[src/common/fetch_pkg.sv]
package fetch_pkg;

    // widths fixed by the rv64 isa
    localparam int ADDR_W = 64;
    localparam int INST_W = 32;

    typedef logic [ADDR_W-1:0] addr_t;
    typedef logic [INST_W-1:0] inst_t;

    // first fetch address after reset
    localparam addr_t RESET_PC = 64'h0000_0000_8000_0000;

    // no compressed instructions, so every step is one word
    localparam addr_t PC_STEP = 64'd4;

    // fetch controller states
    // FS_REQ  present a new address
    // FS_WAIT read in flight, result will be used
    // FS_DROP read in flight, result is stale
    typedef enum logic [1:0] {
        FS_REQ  = 2'd0,
        FS_WAIT = 2'd1,
        FS_DROP = 2'd2
    } fetch_state_e;

    // cause of a pc redirect, in decreasing priority after RD_NONE
    typedef enum logic [1:0] {
        RD_NONE = 2'd0,
        RD_JAL  = 2'd1,
        RD_JALR = 2'd2,
        RD_TRAP = 2'd3
    } redirect_e;

endpackage

[src/common/mem_pkg.sv]
package mem_pkg;

    // read port widths
    localparam int MEM_DATA_W = 64;
    localparam int MEM_SIZE_W = 8;

    typedef logic [MEM_DATA_W-1:0] mem_data_t;
    typedef logic [MEM_SIZE_W-1:0] mem_size_t;

    // byte lane mask for a 4-byte read
    localparam mem_size_t RD_SIZE_WORD = 8'b0000_1111;

endpackage

[src/common/mem_rd_if.sv]
`timescale 1ns/1ns
`default_nettype none

interface mem_rd_if;
    import fetch_pkg::*;
    import mem_pkg::*;

    // address phase
    addr_t     addr;
    mem_size_t size;
    logic      rvalid;
    logic      rready;

    // data phase
    mem_data_t rdata;
    logic      dvalid;
    logic      dready;

    // fetch side of the port
    modport req (
        output addr, size, rvalid, dready,
        input  rready, rdata, dvalid
    );

    // memory side, as seen from the top level pins
    modport sys (
        input  addr, size, rvalid, dready,
        output rready, rdata, dvalid
    );

endinterface

`default_nettype wire

[src/fetch/branch_target.sv]
`timescale 1ns/1ns
`default_nettype none

module branch_target (
    input  wire logic             jal_i,
    input  wire logic             jalr_i,
    input  wire logic             branch_i,
    input  wire logic             trap_i,
    input  wire fetch_pkg::addr_t alu_res_i,
    input  wire fetch_pkg::addr_t ex_pc_i,
    input  wire fetch_pkg::addr_t imm_i,
    input  wire fetch_pkg::addr_t rs1_data_i,
    input  wire fetch_pkg::addr_t mtvec_i,
    output logic                  redirect_valid_o,
    output fetch_pkg::addr_t      target_o
);
    import fetch_pkg::*;

    redirect_e cause;
    logic      branch_taken;
    addr_t     jalr_sum;

    // branch compare result arrives as a zero alu result
    assign branch_taken = branch_i && (alu_res_i == '0);
    assign jalr_sum     = rs1_data_i + imm_i;

    always_comb begin
        if (jal_i || branch_taken) begin
            cause = RD_JAL;
        end else if (jalr_i) begin
            cause = RD_JALR;
        end else if (trap_i) begin
            cause = RD_TRAP;
        end else begin
            cause = RD_NONE;
        end
    end

    always_comb begin
        case (cause)
            RD_JAL:  target_o = ex_pc_i + imm_i;
            // jalr clears bit 0 of the sum
            RD_JALR: target_o = {jalr_sum[ADDR_W-1:1], 1'b0};
            RD_TRAP: target_o = mtvec_i;
            default: target_o = ex_pc_i;
        endcase
    end

    assign redirect_valid_o = (cause != RD_NONE);

endmodule

`default_nettype wire

[src/fetch/fetch_ctrl.sv]
`timescale 1ns/1ns
`default_nettype none

module fetch_ctrl (
    input  wire logic clk,
    input  wire logic rst_i,
    input  wire logic redirect_valid_i,
    input  wire logic addr_acc_i,
    input  wire logic data_acc_i,
    input  wire logic stall_i,
    output logic      req_start_o,
    output logic      data_take_o,
    output logic      out_load_o,
    output logic      advance_o
);
    import fetch_pkg::*;

    fetch_state_e state_q;
    fetch_state_e state_d;

    // address phase of the current read is done
    logic addr_done_q;
    logic data_edge;

    assign data_edge = addr_done_q && data_acc_i;

    always_comb begin
        state_d     = state_q;
        req_start_o = 1'b0;
        data_take_o = 1'b0;
        out_load_o  = 1'b0;
        advance_o   = 1'b0;

        case (state_q)
            FS_REQ: begin
                // hold off while the pc is being redirected
                if (!redirect_valid_i) begin
                    req_start_o = 1'b1;
                    state_d     = FS_WAIT;
                end
            end
            FS_WAIT: begin
                if (data_edge) begin
                    data_take_o = 1'b1;
                    state_d     = FS_REQ;
                    // redirect on the data edge makes this word stale
                    if (!redirect_valid_i) begin
                        out_load_o = 1'b1;
                        advance_o  = !stall_i;
                    end
                end else if (redirect_valid_i) begin
                    state_d = FS_DROP;
                end
            end
            FS_DROP: begin
                // finish the handshake, throw the word away
                if (data_edge) begin
                    data_take_o = 1'b1;
                    state_d     = FS_REQ;
                end
            end
            default: begin
                state_d = FS_REQ;
            end
        endcase
    end

    always_ff @(posedge clk) begin
        if (rst_i) begin
            state_q <= FS_REQ;
        end else begin
            state_q <= state_d;
        end
    end

    always_ff @(posedge clk) begin
        if (rst_i) begin
            addr_done_q <= 1'b0;
        end else if (data_take_o) begin
            addr_done_q <= 1'b0;
        end else if (addr_acc_i) begin
            addr_done_q <= 1'b1;
        end
    end

endmodule

`default_nettype wire

[src/fetch/fetch_port.sv]
`timescale 1ns/1ns
`default_nettype none

module fetch_port (
    input  wire logic             clk,
    input  wire logic             rst_i,
    input  wire logic             req_start_i,
    input  wire logic             data_take_i,
    input  wire logic             out_load_i,
    input  wire fetch_pkg::addr_t pc_i,
    mem_rd_if.req                 mem,
    output logic                  addr_acc_o,
    output logic                  data_acc_o,
    output logic                  inst_valid_o,
    output fetch_pkg::inst_t      inst_o,
    output fetch_pkg::addr_t      pc_o
);
    import fetch_pkg::*;
    import mem_pkg::*;

    addr_t addr_q;
    logic  rvalid_q;
    logic  dready_q;
    logic  inst_valid_q;
    inst_t inst_q;
    addr_t pc_q;

    // handshake levels back to the controller
    assign addr_acc_o = rvalid_q && mem.rready;
    assign data_acc_o = mem.dvalid && dready_q;

    // address stays put until the read is finished
    always_ff @(posedge clk) begin
        if (req_start_i) begin
            addr_q <= pc_i;
        end
    end

    always_ff @(posedge clk) begin
        if (rst_i) begin
            rvalid_q <= 1'b0;
        end else if (req_start_i) begin
            rvalid_q <= 1'b1;
        end else if (addr_acc_o) begin
            rvalid_q <= 1'b0;
        end
    end

    // dready follows the address handshake by one cycle
    always_ff @(posedge clk) begin
        if (rst_i) begin
            dready_q <= 1'b0;
        end else if (data_take_i) begin
            dready_q <= 1'b0;
        end else if (addr_acc_o) begin
            dready_q <= 1'b1;
        end
    end

    // one cycle pulse per accepted word
    always_ff @(posedge clk) begin
        if (rst_i) begin
            inst_valid_q <= 1'b0;
        end else begin
            inst_valid_q <= out_load_i;
        end
    end

    always_ff @(posedge clk) begin
        if (out_load_i) begin
            inst_q <= mem.rdata[INST_W-1:0];
            pc_q   <= addr_q;
        end
    end

    assign mem.addr   = addr_q;
    assign mem.size   = RD_SIZE_WORD;
    assign mem.rvalid = rvalid_q;
    assign mem.dready = dready_q;

    assign inst_valid_o = inst_valid_q;
    assign inst_o       = inst_q;
    assign pc_o         = pc_q;

endmodule

`default_nettype wire

[src/fetch/pc_gen.sv]
`timescale 1ns/1ns
`default_nettype none

module pc_gen (
    input  wire logic             clk,
    input  wire logic             rst_i,
    input  wire logic             advance_i,
    input  wire logic             redirect_valid_i,
    input  wire fetch_pkg::addr_t target_i,
    output fetch_pkg::addr_t      pc_o
);
    import fetch_pkg::*;

    addr_t pc_q;
    addr_t pc_d;

    // redirect wins over the sequential step
    always_comb begin
        if (redirect_valid_i) begin
            pc_d = target_i;
        end else if (advance_i) begin
            pc_d = pc_q + PC_STEP;
        end else begin
            pc_d = pc_q;
        end
    end

    always_ff @(posedge clk) begin
        if (rst_i) begin
            pc_q <= RESET_PC;
        end else begin
            pc_q <= pc_d;
        end
    end

    assign pc_o = pc_q;

endmodule

`default_nettype wire

[src/source/ifetch_top.sv]
`timescale 1ns/1ns
`default_nettype none

module ifetch_top (
    input  wire logic                clk,
    input  wire logic                rst_i,
    input  wire logic                jal_i,
    input  wire logic                jalr_i,
    input  wire logic                branch_i,
    input  wire logic                trap_i,
    input  wire fetch_pkg::addr_t    alu_res_i,
    input  wire fetch_pkg::addr_t    ex_pc_i,
    input  wire fetch_pkg::addr_t    imm_i,
    input  wire fetch_pkg::addr_t    rs1_data_i,
    input  wire fetch_pkg::addr_t    mtvec_i,
    input  wire logic                stall_i,
    output fetch_pkg::addr_t         mem_addr_o,
    output mem_pkg::mem_size_t       mem_size_o,
    output logic                     mem_rvalid_o,
    input  wire logic                mem_rready_i,
    input  wire mem_pkg::mem_data_t  mem_rdata_i,
    input  wire logic                mem_dvalid_i,
    output logic                     mem_dready_o,
    output logic                     inst_valid_o,
    output fetch_pkg::inst_t         inst_o,
    output fetch_pkg::addr_t         pc_o
);

    logic             redirect_valid;
    fetch_pkg::addr_t target;
    fetch_pkg::addr_t pc;
    logic             advance;
    logic             req_start;
    logic             data_take;
    logic             out_load;
    logic             addr_acc;
    logic             data_acc;

    mem_rd_if mem_bus ();

    // memory port pins
    assign mem_addr_o     = mem_bus.addr;
    assign mem_size_o     = mem_bus.size;
    assign mem_rvalid_o   = mem_bus.rvalid;
    assign mem_dready_o   = mem_bus.dready;
    assign mem_bus.rready = mem_rready_i;
    assign mem_bus.rdata  = mem_rdata_i;
    assign mem_bus.dvalid = mem_dvalid_i;

    fetch_ctrl u_fetch_ctrl (
        .clk              (clk),
        .rst_i            (rst_i),
        .redirect_valid_i (redirect_valid),
        .addr_acc_i       (addr_acc),
        .data_acc_i       (data_acc),
        .stall_i          (stall_i),
        .req_start_o      (req_start),
        .data_take_o      (data_take),
        .out_load_o       (out_load),
        .advance_o        (advance)
    );

    pc_gen u_pc_gen (
        .clk              (clk),
        .rst_i            (rst_i),
        .advance_i        (advance),
        .redirect_valid_i (redirect_valid),
        .target_i         (target),
        .pc_o             (pc)
    );

    branch_target u_branch_target (
        .jal_i            (jal_i),
        .jalr_i           (jalr_i),
        .branch_i         (branch_i),
        .trap_i           (trap_i),
        .alu_res_i        (alu_res_i),
        .ex_pc_i          (ex_pc_i),
        .imm_i            (imm_i),
        .rs1_data_i       (rs1_data_i),
        .mtvec_i          (mtvec_i),
        .redirect_valid_o (redirect_valid),
        .target_o         (target)
    );

    fetch_port u_fetch_port (
        .clk          (clk),
        .rst_i        (rst_i),
        .req_start_i  (req_start),
        .data_take_i  (data_take),
        .out_load_i   (out_load),
        .pc_i         (pc),
        .mem          (mem_bus.req),
        .addr_acc_o   (addr_acc),
        .data_acc_o   (data_acc),
        .inst_valid_o (inst_valid_o),
        .inst_o       (inst_o),
        .pc_o         (pc_o)
    );

endmodule

`default_nettype wire

[config.mk]
export PLATFORM = sky130hd
export DESIGN_NAME = ifetch_top
export DESIGN_NICKNAME = d
export VERILOG_FILES = /design/src/common/fetch_pkg.sv /design/src/common/mem_pkg.sv /design/src/common/mem_rd_if.sv /design/src/fetch/branch_target.sv /design/src/fetch/fetch_ctrl.sv /design/src/fetch/fetch_port.sv /design/src/fetch/pc_gen.sv /design/src/source/ifetch_top.sv
export SDC_FILE = /design/constraint.sdc
export NUM_CORES = 1
export LEC_CHECK = 0
export ABC_AREA = 0
export ABC_CLOCK_PERIOD_IN_PS = 7250
export BUFFER_PORTS_ARGS = -buffer_cell sky130_fd_sc_hd__buf_4
export CAP_MARGIN = 20
export CORE_ASPECT_RATIO = 0.6
export CORE_MARGIN = 1
export CORE_UTILIZATION = 30
export DETAILED_ROUTE_END_ITERATION = 16
export PLACE_DENSITY = 0.63
export SYNTH_ARGS = -nofsm -noshare
export SYNTH_HDL_FRONTEND = slang
export SYNTH_SLANG_ARGS = --single-unit
[constraint.sdc]
create_clock -name clk -period 7.25 [get_ports clk]
set_input_delay 0.725 -clock clk [delete_from_list [all_inputs] [get_ports clk]]
set_output_delay 0.725 -clock clk [all_outputs]
set_load 0.02 [all_outputs]
=== Word-level counts from Yosys, hierarchy flattened ===
Cells that the tools add are included.

* Bits in registers: 229
* Latch bits: 0
* Bits in writable memories: 0
* Memory bits (read-only): 0
* Bits of input ports: 393
* Output and inout port bits: 171
* Logic and storage cells: 55
* Memories: 0

* Add/sub/neg operators: 3
* Multipliers: 0
* Div/mod/pow operators: 0
* Order comparisons: 0
* Equal/unequal tests: 8
* Shift-type cells: 0
* Muxes and demuxes: 22
* Bitwise operators: 0
* Reduce and logical (&&, ||, !) cells: 14

{| class="wikitable"
|+ Operator list
! kind !! count
|-
| one-hot mux 64 bit (3 select lines) || 1
|-
| adder 64 bit || 2
|-
| two-way mux 64 bit || 2
|-
| adder 64 x 3 -> 64 bit, second input constant || 1
|-
| logical NOT 64 bit || 1
|-
| two-way mux 2 bit || 7
|-
| two-way mux 1 bit || 11
|-
| == test 2 bit, second input constant || 3
|-
| one-hot mux 2 bit (3 select lines) || 1
|-
| nonzero test 2 bit || 3
|-
| == test 2 x 1 -> 1 bit, second input constant || 2
|-
| logical AND 1 bit || 4
|-
| OR reduction 2 bit || 2
|-
| != test 3 x 1 -> 1 bit, second input constant || 1
|-
| AND reduction 3 bit || 1
|-
| logical NOT 2 bit || 1
|-
| != test 2 x 1 -> 1 bit, second input constant || 1
|-
| != test 2 bit, second input constant || 1
|-
| logical NOT 1 bit || 1
|-
| logical OR 1 bit || 1
|}

=== Depth between registers and ports, before layout ===
* Word-level depth: 10
* Depth in mapped cells: 14
* Mapped depth without buffers: 14

=== Hierarchy ===
A second synthesis with hierarchy kept.

* Cell total of the unflattened synthesis: 2054
* Area total of the unflattened synthesis: 18406.4 um^2

{| class="wikitable"
|+ By module, submodules not included
! module !! instances !! cells each !! area each (um^2)
|-
| branch_target || 1 || 1370 || 9213.8
|-
| fetch_port || 1 || 181 || 4981.0
|-
| pc_gen || 1 || 474 || 3963.8
|-
| fetch_ctrl || 1 || 29 || 247.7
|}

=== Worst setup path after synthesis ===
No wires, ideal clock.

* Path kind: input-to-reg
* Start: input branch_i
* End: register u_fetch_port.inst_q[0] (netlist: u_fetch_port.inst_o[0]), enable pin
* Library setup time: 552 ps
* Arrival: 5900 ps
* Path slack: 798 ps
* Stages: 6
* Path through: nor4b_1 -> and3_1 -> a31oi_1 -> nand2_1 -> clkbuf_1 -> nor2_1

* Word-level cells in the longest chain between the ends: 7

{| class="wikitable"
|+ Ends and longest elaborated chain
! item !! RTL line !! source
|-
| start, declared || ifetch_top.sv:9 || <nowiki>input wire logic branch_i,</nowiki>
|-
| logical AND 1 bit || branch_target.sv:24 || <nowiki>assign branch_taken = branch_i && (alu_res_i == '0);</nowiki>
|-
| logical OR 1 bit || branch_target.sv:28 || <nowiki>if (jal_i || branch_taken) begin</nowiki>
|-
| two-way mux 2 bit || branch_target.sv:28 ||
|-
| nonzero test 2 bit || branch_target.sv:49 || <nowiki>assign redirect_valid_o = (cause != RD_NONE);</nowiki>
|-
| two-way mux 1 bit || fetch_ctrl.sv:47 || <nowiki>if (!redirect_valid_i) begin</nowiki>
|-
| two-way mux 1 bit || fetch_ctrl.sv:43 || <nowiki>if (data_edge) begin</nowiki>
|-
| two-way mux 1 bit || fetch_ctrl.sv:34 || <nowiki>case (state_q)</nowiki>
|-
| named net out_load || ifetch_top.sv:35 || <nowiki>logic out_load;</nowiki>
|-
| end signal, assigned || fetch_port.sv:71 || <nowiki>inst_q <= mem.rdata[INST_W-1:0];</nowiki>
|-
| end, declared || fetch_port.sv:25 || <nowiki>inst_t inst_q;</nowiki>
|}

The timed path passes the listed nets, and every way through them passes these cells.
A chain may end at the register's enable or synchronous reset.

=== Worst setup path in the final report ===
* Start: input imm_i[2]
* End: register u_pc_gen.pc_q[61] (netlist: u_pc_gen.pc_o[61])

* Word-level cells in the longest chain between the ends: 3
* Elaborated cells between the ends (all ways): 4
* Classes of those cells: 2 x add/sub; 2 x mux

{| class="wikitable"
|+ Ends and longest elaborated chain
! item !! RTL line !! source
|-
| start, declared || ifetch_top.sv:13 || <nowiki>input wire fetch_pkg::addr_t imm_i,</nowiki>
|-
| adder 64 bit, on equally long branches || branch_target.sv:25, branch_target.sv:41 ||
|-
| one-hot mux 64 bit (3 select lines) * || branch_target.sv:40 || <nowiki>case (cause)</nowiki>
|-
| two-way mux 64 bit * || pc_gen.sv:19 || <nowiki>if (redirect_valid_i) begin</nowiki>
|-
| end signal, assigned || pc_gen.sv:32 || <nowiki>pc_q <= pc_d;</nowiki>
|-
| end, declared || pc_gen.sv:14 || <nowiki>addr_t pc_q;</nowiki>
|}

Mark *: on every way between the ends. The rest lies on a longest branch, timed or not.

==> metrics.csv <==
stage;metric;value;unit
sta;slew-limit-headroom;32.1;%
flow_run;max_cap_viol_count;0;
die;initial_core_util;30.7;%
placement;dpl.hpwl;63.3;mm
finish;layout_commonest_cell;buf_4;
global_routing;grt_pass1_wl;111;mm
worst_setup_path;end_kind;flop;
power_and_ir_drop;irDropWorstVdd;129;uV
placement;port_buffers;523;
finish;utilization;40.3;%
global_routing;grt_pass1_vias;17261;
run_status;status;finished, final reports clean;
clocking;clockRootBuffer;clkbuf_16;
clocking;post_cts_resized;0;
sta;worstMarginPinSlew;1.01;ns
finish;drive_gt1_share;24.6;%
sta;setup_slack;2.98;ns
worst_setup_path;crit_required;7.70;ns
finish;fillerInstances;5712;
routing;antenna_left;0;
clocking;cts_buffers;26;
worst_setup_path;path_class;input port to flop;
finish;final_cell_mix;buf_4, a21oi_1, nand2_1;
finish;multi_input_area;10500;um2
finish;syn_to_final_growth;31.5;%
clocking;path_clk_slew;0.06;ns
yosys;synth-edff-count;160;
yosys;synth-seq-cells;229;
finish;fin_nets;2991;
clocking;clock_sinks;229;
clocking;htree_levels;1;
global_routing;overflow;0;
sta;holdWs;0.355;ns
yosys;async_flop_share;0;%
clocking;hold_buffers;0;
clocking;clk_latency;0.55;ns
die;die_height;188;um
hold_path;min_from;mem_rdata_i[28];
yosys;ys.flop_type;edfxtp_1;
power_and_ir_drop;p_leak;0.00922;uW
yosys;ys_types;82;
yosys;synth_warnings;0;
routing;drt-total-wl;76.9;mm
routing;dr_total_vias;18247;
worst_setup_path;crit_start;imm_i[2];
routing;detail_route.wl_per_cell;23.6;um
clocking;cts.path.max_buffers;3;
routing;dr.pass1.iters;5;
placement;dp_slack;2.61;ns
routing;drt_iter0_markers;1878;
die;rows;67;
routing;drc;0;
sta;rsz0062_at_grt;false;
hold_path;worstHoldPathCells;1;
die;dieArea;58700;um2
worst_setup_path;arrival;4.73;ns
sta;hold_viol_final;0;
worst_setup_path;r2r-start;u_pc_gen.pc_o[12];
clocking;postCtsSetupBuffers;0;
die;core;56400;um2
sta;clock-skew-final;0.0138;ns
sta;setup_viol;0;
global_routing;grt_max_degree;80;
finish;ff_latch_area;6190;um2
yosys;netlist_instances;2000;
die;fp.dieW;312;um
routing;via_per_inst;5.61;
placement;routabilityCongestion;0.970;
worst_setup_path;worst_setup_path_start_kind;input port;
power_and_ir_drop;cellPowerDensity;184;nW/um2
yosys;synth_area_per_cell;8.65;um2
sta;fmax;234;MHz
yosys;ys_seq_area_share;35.8;%
sta;finalCritPeriodShare;58.9;%
die;ios;564;
hold_path;hp-class;input port to flop;
worst_setup_path;critPathMaxFanout;5;
sta;period_needed;4.27;ns
worst_setup_path;rr_worst_depth;11;
sta;setup_tns;0;ns
clocking;cts_tree;yes;
sta;drv_slew;0;
global_routing;antenna_found_initial;17;
yosys;synth.cell_area;17300;um2
global_routing;grt_use_total;25.1;%
[registers in the layout, indices dropped and copies added (netlist names)]
signal and cells:
u_fetch_ctrl.state_q 2, u_fetch_port.inst_o 32, u_fetch_port.inst_valid_o 1, u_fetch_port.mem.addr 64, u_fetch_port.mem.rvalid 1, u_fetch_ctrl.addr_done_q 1, u_pc_gen.pc_o 64, u_fetch_port.pc_o 64
[cells by family (layout without fill, tap and decap cells)]
kind of cell               after synthesis  after routing  share of synthesized area [%]
muxes                                   15             15                          0.890
DFF                                    229            229                           35.8
other                                    2             17                         0.0434
AOI/OAI and AO/OA                      697            697                           25.3
adders and majority gates              131            131                           9.56
and+or+nand+nor                        620            620                           17.3
buffers and inverters                  162            643                           3.87
xor gates and xnor gates               144            144                           7.29
[power breakdown]
part / switching, uW / total (uW) / internal (uW)
sequential: 102 / 1580 / 1470
clock: 532 / 1300 / 768
combinational: 797 / 1320 / 523
[cell type report]
type	instances	share of cell area [%]
multi-input combinational	1615	46.1
inverter	57	0.940
tap	759	4.17
clock inverter	17	0.775
sequential	229	27.2
timing repair buffer	538	17.7
antenna	9	0.0990
clock buffer	31	2.94
[layer usage]
layer	vias up	track usage, %	share of wire (%)	routed length, um
met5	-	0	0.13	101
met4	14	5.75	2.0	1510
met3	105	6.29	10	7710
met2	913	34.7	40	30600
met1	8715	38.1	48	36900
li1	8500	-	-	-
[worst paths after layout]
| kind | to | slack (ns) |
|---|---|---|
| min reg2reg | u_fetch_port.mem.addr[1] | 0.43 |
| max reg2reg | u_pc_gen.pc_o[49] | 3.43 |
| max | u_pc_gen.pc_o[61] | 2.98 |
| min | u_fetch_port.inst_o[28] | 0.36 |
[synth_stat cells (6+ instances only)]
cell type | n | share of area (%)
nand2b_1 | 20 | 0.72
buf_2 | 13 | 0.38
and3_1 | 19 | 0.69
o21ai_1 | 18 | 0.52
nor2b_1 | 15 | 0.54
mux2i_1 | 12 | 0.69
edfxtp_1 | 160 | 28
o22ai_1 | 22 | 0.80
a21o_1 | 54 | 2.3
buf_4 | 12 | 0.52
o221ai_1 | 26 | 1.3
xor2_1 | 54 | 2.7
or3_1 | 12 | 0.43
dfxtp_1 | 69 | 8.0
a31oi_1 | 32 | 1.2
nor2_1 | 151 | 3.3
a21oi_1 | 235 | 6.8
o21bai_1 | 23 | 1.0
nand4_1 | 55 | 2.0
nor4_1 | 28 | 1.0
nand3_1 | 48 | 1.4
nor3_1 | 37 | 1.1
a221oi_1 | 11 | 0.56
inv_1 | 57 | 1.2
clkbuf_1 | 75 | 1.6
o21ai_0 | 132 | 3.8
o211ai_1 | 18 | 0.78
a211oi_1 | 32 | 1.4
xnor2_1 | 90 | 4.6
a211o_1 | 6 | 0.30
o31ai_1 | 8 | 0.35
and2_1 | 6 | 0.22
ha_1 | 129 | 9.3
o21a_1 | 17 | 0.74
nand2_1 | 196 | 4.3
[critical path: stages]
cell,delay (ns)
buf_4,0.12
ha_1,0.35
nand4_1,0.20
a21oi_1,0.54
nor4_1,0.11
a211oi_1,0.68
a311oi_1,0.37
a31o_2,0.42
nor4_1,0.47
nor2_1,0.10
xnor2_1,0.15
o221ai_1,0.18
a221oi_1,0.29
[per-stage QoR]
| step | instances | area [um2] | total power [uW] |
|---|---|---|---|
| floorplan | 2006 | 17300 | 2320 |
| global placement | 3198 | 21900 | 2870 |
| detailed placement | 3198 | 21900 | 2880 |
| CTS | 3246 | 22700 | 4190 |
| global route | 3254 | 22800 | 4390 |
| finish | 3255 | 22800 | 4190 |
Power figures use the tool's default switching activity.
